===== src/source/msx_defines.svh =====
`ifndef MSX_DEFINES_SVH
`define MSX_DEFINES_SVH

// ============================================================
// MSX I/O port map
// ============================================================

// VDP ports, read and write share the address
`define MSX_VDP_DATA_PORT 8'h98
`define MSX_VDP_CTRL_PORT 8'h99

// PSG ports
`define MSX_PSG_REG_PORT  8'hA0
`define MSX_PSG_READ_PORT 8'hA2

// PPI 8255 ports
`define MSX_PPI_A_PORT    8'hA8
`define MSX_PPI_B_PORT    8'hA9
`define MSX_PPI_C_PORT    8'hAA
`define MSX_PPI_CMD_PORT  8'hAB

// ============================================================
// Sizes and ratios
// ============================================================

`define MSX_CLK_DIV       7   // cpuClock cycles per CPU enable period
`define MSX_PSG_JOY_REG   14  // PSG register holding the joystick bits
`define MSX_VDP_REG_COUNT 8
`define MSX_VRAM_AW       14  // 16 KB of VRAM

`endif


===== src/source/msx_pkg.sv =====
`default_nettype none

`include "msx_defines.svh"

package msx_pkg;

  // Z80 style bus, all controls active low
  typedef struct packed {
    logic [15:0] addr;
    logic [7:0]  data;   // CPU write data
    logic        n_rd;
    logic        n_wr;
    logic        n_mreq;
    logic        n_iorq;
  } cpu_bus_t;

  typedef struct packed {
    // Pulses, one cpuClock cycle on the enable edge
    logic vdp_data_wr;
    logic vdp_ctrl_wr;
    logic vdp_read_done;
    logic status_read_done;
    logic ppi_a_wr;
    logic ppi_c_wr;
    logic ppi_bit_wr;
    // Levels straight from the bus
    logic rd_ppi_a;
    logic rd_ppi_b;
    logic rd_ppi_c;
    logic rd_vdp_data;
    logic rd_status;
    logic rd_joy;
    logic mem_rd;
    logic mem_wr;
  } io_strobe_t;

  // Second VDP control byte, bit 7 picks the meaning
  typedef union packed {
    struct packed {
      logic       is_reg;   // 1 here
      logic       unused;
      logic [5:0] index;
    } reg_wr;
    struct packed {
      logic       is_reg;   // 0 here
      logic       unused;
      logic [5:0] addr_hi;
    } addr_ld;
  } vdp_ctrl_u;

  typedef struct packed {
    logic [1:0]              mode;
    logic                    display_en;
    logic [`MSX_VRAM_AW-1:0] name_base;
    logic [`MSX_VRAM_AW-1:0] color_base;
    logic [`MSX_VRAM_AW-1:0] pattern_base;
    logic [`MSX_VRAM_AW-1:0] sprite_attr_base;
    logic [`MSX_VRAM_AW-1:0] sprite_pattern_base;
    logic [3:0]              text_color;
    logic [3:0]              back_color;
  } vdp_view_t;

endpackage

`default_nettype wire


===== src/source/bus_read_mux.sv =====
`default_nettype none

`include "msx_defines.svh"

module bus_read_mux import msx_pkg::*; (
  input  cpu_bus_t                i_bus,
  input  io_strobe_t              i_strobe,
  input  logic [7:0]              i_port_a,
  input  logic [7:0]              i_port_b,
  input  logic [7:0]              i_port_c,
  input  logic [7:0]              i_vram_dout,
  input  logic [7:0]              i_status,
  input  logic [5:0]              i_joystick,  // Buttons, active low
  input  logic [7:0]              i_ram_dout,
  input  logic [7:0]              i_rom_dout,
  input  logic                    i_rom_page1,
  output logic [7:0]              o_cpu_din,
  output logic                    o_ram_we
);

  logic [1:0] page;
  logic [1:0] page_slot;
  logic [7:0] joy_byte;

  assign page      = i_bus.addr[15:14];
  assign page_slot = i_port_a[{page, 1'b0} +: 2]; // Slot mapped into this page
  assign joy_byte  = {2'b00, ~i_joystick};

  // ============================================================
  // CPU read data, I/O first then memory
  // ============================================================
  always_comb begin
    if (i_strobe.rd_ppi_a)         o_cpu_din = i_port_a;
    else if (i_strobe.rd_ppi_b)    o_cpu_din = i_port_b;
    else if (i_strobe.rd_ppi_c)    o_cpu_din = i_port_c;
    else if (i_strobe.rd_vdp_data) o_cpu_din = i_vram_dout;
    else if (i_strobe.rd_status)   o_cpu_din = i_status;
    else if (i_strobe.rd_joy)      o_cpu_din = joy_byte;
    // Cartridge in slot 1
    else if (i_rom_page1 && page == 2'd1 && i_strobe.mem_rd && i_port_a[3:2] == 2'd1)
      o_cpu_din = i_rom_dout;
    else if (page == 2'd2 && i_strobe.mem_rd && i_port_a[5:4] == 2'd1)
      o_cpu_din = i_rom_dout;
    else if (page_slot == 2'd0)    o_cpu_din = i_ram_dout;
    else                           o_cpu_din = 8'h00;
  end

  // Only the upper 32 KB of slot 0 is writable
  assign o_ram_we = i_bus.addr[15] && page_slot == 2'd0 && i_strobe.mem_wr;

endmodule

`default_nettype wire


===== src/source/io_control.sv =====
`default_nettype none

`include "msx_defines.svh"

module io_control import msx_pkg::*; (
  input  logic       cpuClock,
  input  logic       n_hard_reset,
  input  cpu_bus_t   i_bus,
  output logic       o_cpu_clk_en,
  output io_strobe_t o_strobe,
  output logic [3:0] o_psg_reg
);

  localparam int CNT_W = $clog2(`MSX_CLK_DIV);

  logic [CNT_W-1:0] clk_cnt;
  logic             clk_en_q;
  logic             edge_en;
  logic             io_rd;
  logic             io_wr;
  logic [7:0]       port;
  logic             rd_vdp_data_q;
  logic             rd_status_q;

  // ============================================================
  // CPU clock enable, divide by 7
  // ============================================================
  always_ff @(posedge cpuClock) begin
    if (!n_hard_reset) begin
      clk_cnt  <= '0;
      clk_en_q <= 1'b0;
    end else begin
      clk_en_q <= o_cpu_clk_en;
      if (clk_cnt == CNT_W'(`MSX_CLK_DIV - 1)) clk_cnt <= '0;
      else clk_cnt <= clk_cnt + 1'b1;
    end
  end

  assign o_cpu_clk_en = clk_cnt[CNT_W-1]; // High for counts 4..6
  assign edge_en      = o_cpu_clk_en && !clk_en_q;

  // ============================================================
  // Port decode
  // ============================================================
  assign io_rd = !i_bus.n_rd && !i_bus.n_iorq;
  assign io_wr = !i_bus.n_wr && !i_bus.n_iorq;
  assign port  = i_bus.addr[7:0];

  always_comb begin
    o_strobe.rd_ppi_a    = io_rd && port == `MSX_PPI_A_PORT;
    o_strobe.rd_ppi_b    = io_rd && port == `MSX_PPI_B_PORT;
    o_strobe.rd_ppi_c    = io_rd && port == `MSX_PPI_C_PORT;
    o_strobe.rd_vdp_data = io_rd && port == `MSX_VDP_DATA_PORT;
    o_strobe.rd_status   = io_rd && port == `MSX_VDP_CTRL_PORT;
    o_strobe.rd_joy      = io_rd && port == `MSX_PSG_READ_PORT &&
                           o_psg_reg == 4'(`MSX_PSG_JOY_REG);
    o_strobe.mem_rd      = !i_bus.n_rd && !i_bus.n_mreq;
    o_strobe.mem_wr      = !i_bus.n_wr && !i_bus.n_mreq;

    o_strobe.vdp_data_wr = edge_en && io_wr && port == `MSX_VDP_DATA_PORT;
    o_strobe.vdp_ctrl_wr = edge_en && io_wr && port == `MSX_VDP_CTRL_PORT;
    o_strobe.ppi_a_wr    = edge_en && io_wr && port == `MSX_PPI_A_PORT;
    o_strobe.ppi_c_wr    = edge_en && io_wr && port == `MSX_PPI_C_PORT;
    o_strobe.ppi_bit_wr  = edge_en && io_wr && port == `MSX_PPI_CMD_PORT;

    // End of read, select gone after being seen at the previous edge
    o_strobe.vdp_read_done    = edge_en && rd_vdp_data_q && !o_strobe.rd_vdp_data;
    o_strobe.status_read_done = edge_en && rd_status_q && !o_strobe.rd_status;
  end

  always_ff @(posedge cpuClock) begin
    if (!n_hard_reset) begin
      rd_vdp_data_q <= 1'b0;
      rd_status_q   <= 1'b0;
      o_psg_reg     <= 4'd0;
    end else if (edge_en) begin
      rd_vdp_data_q <= o_strobe.rd_vdp_data;
      rd_status_q   <= o_strobe.rd_status;
      if (io_wr && port == `MSX_PSG_REG_PORT) o_psg_reg <= i_bus.data[3:0];
    end
  end

  // One bus cycle type at a time, I/O selects outrank memory in the read mux
  a_bus_cycle_type: assert property (@(posedge cpuClock) disable iff (!n_hard_reset)
    !(!i_bus.n_mreq && !i_bus.n_iorq) && !(!i_bus.n_rd && !i_bus.n_wr));

endmodule

`default_nettype wire


===== src/source/msx_io.sv =====
`default_nettype none

`include "msx_defines.svh"

module msx_io import msx_pkg::*; (
  input  logic                    cpuClock,
  input  logic                    n_hard_reset,
  input  cpu_bus_t                i_bus,
  input  logic [7:0]              i_port_b,          // Keyboard row data
  input  logic [7:0]              i_vram_dout,
  input  logic                    i_interrupt_flag,
  input  logic                    i_sprite_collision,
  input  logic                    i_too_many_sprites,
  input  logic [4:0]              i_sprite5,
  input  logic [5:0]              i_joystick,
  input  logic [7:0]              i_ram_dout,
  input  logic [7:0]              i_rom_dout,
  input  logic                    i_rom_page1,
  output logic                    o_cpu_clk_en,
  output logic [7:0]              o_cpu_din,
  output logic                    o_ram_we,
  output logic [`MSX_VRAM_AW-1:0] o_vram_addr,
  output logic                    o_vram_wr,
  output vdp_view_t               o_view,
  output logic [1:0]              o_mode,
  output logic [3:0]              o_psg_reg,
  output logic [7:0]              o_port_a,
  output logic [7:0]              o_port_c           // Keyboard row select
);

  io_strobe_t strobe;
  logic [7:0] status;

  io_control u_io_control (
    .cpuClock, .n_hard_reset, .i_bus,
    .o_cpu_clk_en, .o_strobe(strobe), .o_psg_reg
  );

  vdp_port u_vdp_port (
    .cpuClock, .n_hard_reset, .i_strobe(strobe), .i_data(i_bus.data),
    .o_vram_addr, .o_vram_wr, .o_view
  );

  vdp_status u_vdp_status (
    .cpuClock, .n_hard_reset, .i_strobe(strobe),
    .i_interrupt_flag, .i_sprite_collision, .i_too_many_sprites, .i_sprite5,
    .o_status(status)
  );

  ppi_port u_ppi_port (
    .cpuClock, .n_hard_reset, .i_strobe(strobe), .i_data(i_bus.data),
    .o_port_a, .o_port_c
  );

  bus_read_mux u_bus_read_mux (
    .i_bus, .i_strobe(strobe), .i_port_a(o_port_a), .i_port_b, .i_port_c(o_port_c),
    .i_vram_dout, .i_status(status), .i_joystick, .i_ram_dout, .i_rom_dout,
    .i_rom_page1, .o_cpu_din, .o_ram_we
  );

  assign o_mode = o_view.mode;

endmodule

`default_nettype wire


===== src/source/ppi_port.sv =====
`default_nettype none

module ppi_port import msx_pkg::*; (
  input  logic       cpuClock,
  input  logic       n_hard_reset,
  input  io_strobe_t i_strobe,
  input  logic [7:0] i_data,
  output logic [7:0] o_port_a,
  output logic [7:0] o_port_c
);

  // Port A: slot per 16 KB page, two bits each
  // Port C: keyboard row in the low nibble
  always_ff @(posedge cpuClock) begin
    if (!n_hard_reset) begin
      o_port_a <= 8'h00; // All pages in slot 0
      o_port_c <= 8'h00;
    end else begin
      if (i_strobe.ppi_a_wr) o_port_a <= i_data;

      if (i_strobe.ppi_c_wr) begin
        o_port_c <= i_data;
      end else if (i_strobe.ppi_bit_wr && !i_data[7]) begin
        // Bit set/reset, bit 7 set would be a mode word
        o_port_c[i_data[3:1]] <= i_data[0];
      end
    end
  end

endmodule

`default_nettype wire


===== src/source/vdp_port.sv =====
`default_nettype none

`include "msx_defines.svh"

module vdp_port import msx_pkg::*; (
  input  logic                    cpuClock,
  input  logic                    n_hard_reset,
  input  io_strobe_t              i_strobe,
  input  logic [7:0]              i_data,
  output logic [`MSX_VRAM_AW-1:0] o_vram_addr,
  output logic                    o_vram_wr,
  output vdp_view_t               o_view
);

  localparam int IDX_W = $clog2(`MSX_VDP_REG_COUNT);

  logic       second_phase;                       // Next control byte is the second
  logic [7:0] first_byte;
  logic [7:0] vdp_reg [`MSX_VDP_REG_COUNT];
  vdp_ctrl_u  ctrl;

  assign ctrl = i_data;

  // ============================================================
  // Control latch, registers, VRAM pointer
  // ============================================================
  always_ff @(posedge cpuClock) begin
    if (!n_hard_reset) begin
      second_phase <= 1'b0;
      o_vram_addr  <= '0;
      for (int i = 0; i < `MSX_VDP_REG_COUNT; i++) vdp_reg[i] <= 8'h00;
    end else begin
      // Pointer steps after each data access
      if (i_strobe.vdp_data_wr || i_strobe.vdp_read_done) o_vram_addr <= o_vram_addr + 1'b1;

      if (i_strobe.vdp_ctrl_wr) begin
        second_phase <= !second_phase;
        if (!second_phase) begin
          first_byte <= i_data;
        end else if (ctrl.reg_wr.is_reg) begin
          if (ctrl.reg_wr.index < `MSX_VDP_REG_COUNT)
            vdp_reg[ctrl.reg_wr.index[IDX_W-1:0]] <= first_byte;
        end else begin
          o_vram_addr <= {ctrl.addr_ld.addr_hi, first_byte};
        end
      end
    end
  end

  assign o_vram_wr = i_strobe.vdp_data_wr; // Written at the pointer before it steps

  // ============================================================
  // Display mode and table bases
  // ============================================================
  always_comb begin
    if (vdp_reg[1][3])      o_view.mode = 2'd3;
    else if (vdp_reg[0][1]) o_view.mode = 2'd2;
    else if (vdp_reg[1][4]) o_view.mode = 2'd0;
    else                    o_view.mode = 2'd1;

    o_view.display_en = vdp_reg[1][6];
    o_view.name_base  = {vdp_reg[2][3:0], 10'd0};
    if (o_view.mode == 2'd2) begin                // Graphics 2 uses one bit per table
      o_view.color_base   = {vdp_reg[3][7], 13'd0};
      o_view.pattern_base = {vdp_reg[4][2], 13'd0};
    end else begin
      o_view.color_base   = {vdp_reg[3], 6'd0};
      o_view.pattern_base = {vdp_reg[4][2:0], 11'd0};
    end
    o_view.sprite_attr_base    = {vdp_reg[5][6:0], 7'd0};
    o_view.sprite_pattern_base = {vdp_reg[6][2:0], 11'd0};
    o_view.text_color          = vdp_reg[7][7:4];
    o_view.back_color          = vdp_reg[7][3:0];
  end

  // Pointer steps once per cycle, two data accesses must not end together
  a_one_pointer_step: assert property (@(posedge cpuClock) disable iff (!n_hard_reset)
    !(i_strobe.vdp_read_done && i_strobe.vdp_data_wr));

endmodule

`default_nettype wire


===== src/source/vdp_status.sv =====
`default_nettype none

module vdp_status import msx_pkg::*; (
  input  logic       cpuClock,
  input  logic       n_hard_reset,
  input  io_strobe_t i_strobe,
  input  logic       i_interrupt_flag,
  input  logic       i_sprite_collision,
  input  logic       i_too_many_sprites,
  input  logic [4:0] i_sprite5,
  output logic [7:0] o_status
);

  logic int_flag;
  logic coll_flag;

  // Sticky until the CPU finishes reading status
  always_ff @(posedge cpuClock) begin
    if (!n_hard_reset) begin
      int_flag  <= 1'b0;
      coll_flag <= 1'b0;
    end else begin
      if (i_interrupt_flag)   int_flag  <= 1'b1;
      if (i_sprite_collision) coll_flag <= 1'b1;
      if (i_strobe.status_read_done) begin // Clear wins over a new set
        int_flag  <= 1'b0;
        coll_flag <= 1'b0;
      end
    end
  end

  assign o_status = {int_flag, i_too_many_sprites, coll_flag,
                     i_too_many_sprites ? i_sprite5 : 5'b11111};

endmodule

`default_nettype wire

===== config.mk =====
export PLATFORM = sky130hd
export DESIGN_NAME = msx_io
export DESIGN_NICKNAME = d
export VERILOG_FILES = /design/src/source/msx_pkg.sv /design/src/source/bus_read_mux.sv /design/src/source/io_control.sv /design/src/source/msx_io.sv /design/src/source/ppi_port.sv /design/src/source/vdp_port.sv /design/src/source/vdp_status.sv
export VERILOG_INCLUDE_DIRS = /design/src /design/src/source
export SDC_FILE = /design/constraint.sdc
export NUM_CORES = 1
export LEC_CHECK = 0
export BUFFER_PORTS_ARGS = -buffer_cell sky130_fd_sc_hd__buf_4
export CORE_UTILIZATION = 27
export DETAILED_ROUTE_END_ITERATION = 12
export PLACE_DENSITY_LB_ADDON = 0.15
export SLEW_MARGIN = 20
export SYNTH_ARGS = -nofsm -noshare
export SYNTH_HDL_FRONTEND = slang
export SYNTH_SLANG_ARGS = --single-unit

===== constraint.sdc =====
create_clock -name cpuClock -period 5.9 [get_ports cpuClock]
set_input_delay 1.18 -clock cpuClock [delete_from_list [all_inputs] [get_ports cpuClock]]
set_output_delay 1.18 -clock cpuClock [all_outputs]
set_load 0.01 [all_outputs]

* Word-level counts from Yosys, hierarchy flattened *
Memories as Yosys holds them, arrays and structs flattened.
Cells that the tools add are included.
Widths: inputs -> output; s select.

storage, ports and cells
  logic and storage cells = 119
  memories kept = 1
  register bits = 51
  bits in writable memories = 64
  output and inout bits = 128
  input port bits = 77

cells by class
  $add $sub $neg = 2
  equality and inequality tests = 15
  shifts and indexed selects = 1
  order comparisons = 3
  mux-type cells = 33
  reductions and logical operators = 49
  bitwise operators = 3

memory list
  memory              words  bits a word  read ports  clocked after Yosys merged registers in  wr ports  RTL line        text
  u_vdp_port.vdp_reg  8      8            8           0                                        8         vdp_port.sv:19  logic [7:0] vdp_reg [`MSX_VDP_REG_COUNT];

operators with widths
  kind                   number
  $mux 8                 12
  $eq 8x8->1 const B     8
  $mux 14                4
  $logic_and 1x1->1      32
  $mux 27                1
  $add 14x1->14 const B  1
  $mux 1                 10
  $logic_not 1->1        9
  $bwmux 8               1
  $reduce_or 8->1        1
  $shiftx 8x4->2         1
  $eq 2x1->1 const B     3
  $lt 6x4->1 const B     1
  $not 6->6              1
  $mux 5                 1
  $eq 2x2->1 const B     2
  $eq 4x4->1 const B     1
  $lt 3x4->1 const B     1
  $mux 2                 2
  $reduce_or 2->1        2
  $add 3x1->3 const B    1
  $demux 1 s3            1
  $eq 3x3->1 const B     1
  $ge 3x1->1 const B     1
  other kinds (7)        8

* Logic depth before layout (Yosys ltp) *
  depth in word-level cells = 12
  depth in mapped cells = 9
  mapped depth without buffers = 6

* By module *
From an unflattened synthesis, not the netlist that was laid out.

second synthesis, totals
  cells, all modules = 529
  area, all modules = 5,175.0 um^2

by module, submodules not included
  module        area an instance (um^2)  seq. area each (um^2)  cells an instance  times used
  vdp_port      3,029.2                  1,651.6                261                1
  ppi_port      753.2                    320.3                  81                 1
  bus_read_mux  655.6                    0.0                    94                 1
  io_control    599.3                    200.2                  76                 1
  vdp_status    122.6                    40.0                   15                 1
  msx_io        15.0                     0.0                    2                  1

* Least setup slack after synthesis *
OpenSTA, ideal clock, no wires.

  path type = input to output
  start = in i_bus[17] in the netlist's numbering
  end = out o_cpu_din[0]
  arrival = 2,698 ps
  stages = 7
  path slack = 2,022 ps
  path buffers = 1
  data required time = 4,720 ps
  path through = nor4bb_1 > clkbuf_1 > nand3_1 > a21oi_1 > a221oi_1 > a2111oi_0 > a211o_1

between the ends
  cells in the longest elaborated chain, start to end = 9
  elaborated cells on any way between the ends = 19
  classes of those cells = eq/ne: 6; mux: 6; reduce/logical: 7

RTL lines
  item                         RTL line            text
  start, declared              msx_io.sv:8         input cpu_bus_t i_bus,
  $eq 8x8->1 (no line)         -
  $logic_and 1x1->1 (no line)  -
  $logic_and 1x1->1            io_control.sv:55    o_strobe.rd_joy = io_rd && port == `MSX_PSG_READ_PORT &&
  $mux 8                       bus_read_mux.sv:38  else if (i_strobe.rd_joy) o_cpu_din = joy_byte;
  $mux 8                       bus_read_mux.sv:37  else if (i_strobe.rd_status) o_cpu_din = i_status;
  $mux 8                       bus_read_mux.sv:36  else if (i_strobe.rd_vdp_data) o_cpu_din = i_vram_dout;
  $mux 8                       bus_read_mux.sv:35  else if (i_strobe.rd_ppi_c) o_cpu_din = i_port_c;
  $mux 8                       bus_read_mux.sv:34  else if (i_strobe.rd_ppi_b) o_cpu_din = i_port_b;
  $mux 8 *                     bus_read_mux.sv:33  if (i_strobe.rd_ppi_a) o_cpu_din = i_port_a;
  end, declared                msx_io.sv:20        output logic [7:0] o_cpu_din,

Mark *: on every way between the ends. The rest lies on a longest branch, timed or not.

* Final worst setup path *
  start = in i_bus[13] in the netlist's numbering
  end = out o_cpu_din[3]

Same word-level chain as after synthesis.

==> flow_metrics.tcl <==
set metrics [dict create \
    cts_inserted_buffers 9 \
    yosys.area_share.simple 0.239 \
    dieArea_um2 19200 \
    gp_congestion 0.849 \
    synth_edf_count 45 \
    regArea_um2 2210 \
    cts_max_level 3 \
    cts_hold_buffers 0 \
    crit_path_max_fanout 9 \
    hold_viol 0 \
    cts.sinks 88 \
    synthMuxAreaShare 0.0358 \
    maxSlewHeadroom 0.311 \
    fin_crit_sh 0.771 \
    synthArstFlopShare 0 \
    grt_pass1_vias 4421 \
    synth_top_area_frac 0.268 \
    fmax_mhz 220 \
    die_h_um 139 \
    leakage_nw 2.70 \
    via_count 4339 \
    antenna_found_initial 0 \
    synth-xor-area-share 0.0244 \
    synth_fa_ha_area_frac 0.00746 \
    start_util 0.277 \
    worst_slack_ps 1350 \
    finalPower_w 0.00141 \
    drv_slew 0 \
    setup_viol 0 \
    cts_root_buf "clkbuf_16" \
    power_density_nw_per_um2 217 \
    port-buffer-count 153 \
    clockBufferDepth 2 \
    synthCells 539 \
    min_path_cells 2 \
    yosys.area.top_type "edfxtp_1" \
    worst_pin_slew_ps 1020 \
    drtAntennaViolNets 0 \
    clkTransAtPathRegs_ps 70 \
    ys_seq_area_frac 0.439 \
    ys.flop_type "edfxtp_1" \
    core_area_um2 18100 \
    outcome "finished, violations left" \
    place_inst 893 \
    nets 755 \
    cp-end-kind "output pin" \
    largest_reg_flops 37 \
    worstPathRequired_ps 4720 \
    cap_violations 0 \
    final_area_um2 6490 \
    grt_max_degree 39 \
    fin_cells 909 \
    cts_tree "yes" \
    place_area_um2 6180 \
    post_cts_buffers 0 \
    period_minus_slack_ps 4550 \
    final.setup_skew_ps 9.78 \
    viasPerCell 4.77 \
    synth_top_family_by_area "simple AND/OR/NAND/NOR gates" \
    die_w_um 139 \
    grt_pass1_wl_mm 25.0 \
    synth.avg_cell_area_um2 9.34 \
    wl_per_cell_um 17.7 \
    drc_errors 22 \
    peakVddDrop_mv 0.164 \
    synth_compound_area_frac 0.152 \
    drive_above_1_share 0.269 \
    synth_cell_types 59 \
    violations "design-rule violations" \
    multi_input_area_um2 2480 \
    min_path_type "reg2reg" \
    globalRouteOverflowTotal 0 \
    fin_tns_setup_ps 0 \
    ys_ff_latch 88 \
    rsz0062_at_grt "no" \
    clk_latency_ps 340 \
    place_ws_ps 1360 \
    synth_area_leaders "edfxtp_1 27%, dfxtp_1 17%, buf_4 7.5%" \
    arrival_ps 3370 \
    crit_type "in2out" \
    dr.pass1.iters 9 \
    std_cell_rows 49 \
    area_delta_synth_final_pct 29.0 \
    grt_use_total 0.169 \
    routed_wl_mm 16.1 \
    netlist_area_um2 5030 \
    crit_path_start_kind "input port" \
    post_cts_resize_count 0 \
    hpwlAfterDp_mm 12.5 \
    drt_iter0_markers 251 \
    n_antenna_cell 0 \
    nFillCells 1930 \
    ff2ff_path_depth 5 \
    io_pins 205 \
    synth-warning-count 0 \
]
==> final cells by class <==
type | instances | share of cell area
tap | 229 | 0.0441
clock inverter | 7 | 0.0139
sequential | 88 | 0.341
inverter | 9 | 0.00520
multi-input combinational | 412 | 0.382
timing repair buffer | 155 | 0.179
clock buffer | 9 | 0.0347
==> logic make-up (layout without fill, tap and decap cells) <==
group	Yosys count	after routing
AO/OA/AOI/OAI	116	116
XOR/XNOR	14	14
multiplexers	18	18
AND/OR/NAND/NOR	216	216
adder cells (fa/ha/maj)	3	3
flip-flops	88	88
other	1	45
buffers and inverters	83	180
==> worst paths after layout <==
check | from | endpoint | slack [ps]
setup / recovery | i_bus[13] | o_cpu_din[3] | 1350
hold / removal | u_io_control.rd_vdp_data_q | u_io_control.rd_vdp_data_q | 460
setup reg to reg | u_io_control.clk_cnt[2] | u_vdp_port.vdp_reg[5][3] | 3120
hold reg to reg | u_io_control.rd_vdp_data_q | u_io_control.rd_vdp_data_q | 460
==> power by group <==
group | internal [W] | switching (W) | total, W
clock network | 0.000338 | 0.000258 | 0.000596
registers | 0.000652 | 0.00000540 | 0.000658
logic | 0.0000676 | 0.0000876 | 0.000155
==> worst max-delay path, stage by stage <==
cell	delay (ps)
buf_4	150
nor2b_1	520
nand3_1	140
a21oi_1	560
a221oi_1	140
a2111oi_0	400
a211o_1	150
buf_4	120
==> stage by stage <==
| stage | util | hold WS, ps |
|---|---|---|
| after floorplan | - | 417 |
| after global routing | 0.358 | 488 |
| after global placement | 0.340 | 427 |
| final | 0.358 | 460 |
| after detailed placement | 0.340 | 451 |
| after CTS | 0.358 | 461 |
==> routing by layer <==
metal / part of all wire / GRT usage / vias up / wire length (um)
li1: - / - / 2114 / -
met1: 0.43 / 0.204 / 2015 / 6980
met2: 0.48 / 0.288 / 194 / 7660
met3: 0.073 / 0.0428 / 16 / 1170
met4: 0.017 / 0.0633 / 0 / 266
met5: 0 / 0 / - / 0
==> placed cells by master (no fill, tap or decap), drive strengths merged, types with 12 or more instances in the layout <==
cell    synthesis  final
buf            57    155
nor2           54     54
and2           47     47
conb            1     45
edfxtp         45     45
dfxtp          43     43
o21ai          40     40
nand2          26     26
a21oi          26     26
nand3          20     20
mux2i          18     18
nor3           16     16
inv             9     12
==> Yosys cell counts (3+ instances only) <==
library cell	n
a21oi_1	26
dfxtp_1	43
nor4_1	3
nor2_1	54
or3_1	4
nand2_1	26
ha_1	3
clkbuf_1	17
mux2i_1	18
nand4_1	8
inv_1	9
a211o_1	4
o31ai_1	3
a21o_1	4
nor2b_1	9
a211oi_1	6
nor3_1	13
a2111oi_0	5
edfxtp_1	45
a221oi_1	6
xnor2_1	9
nor3_2	3
o21a_1	4
nand2b_1	8
a22oi_1	3
nand3_1	20
and2_1	47
xor2_1	5
buf_2	5
buf_4	50
o21ai_0	38
No activity file was read; power rests on OpenSTA's default activity.
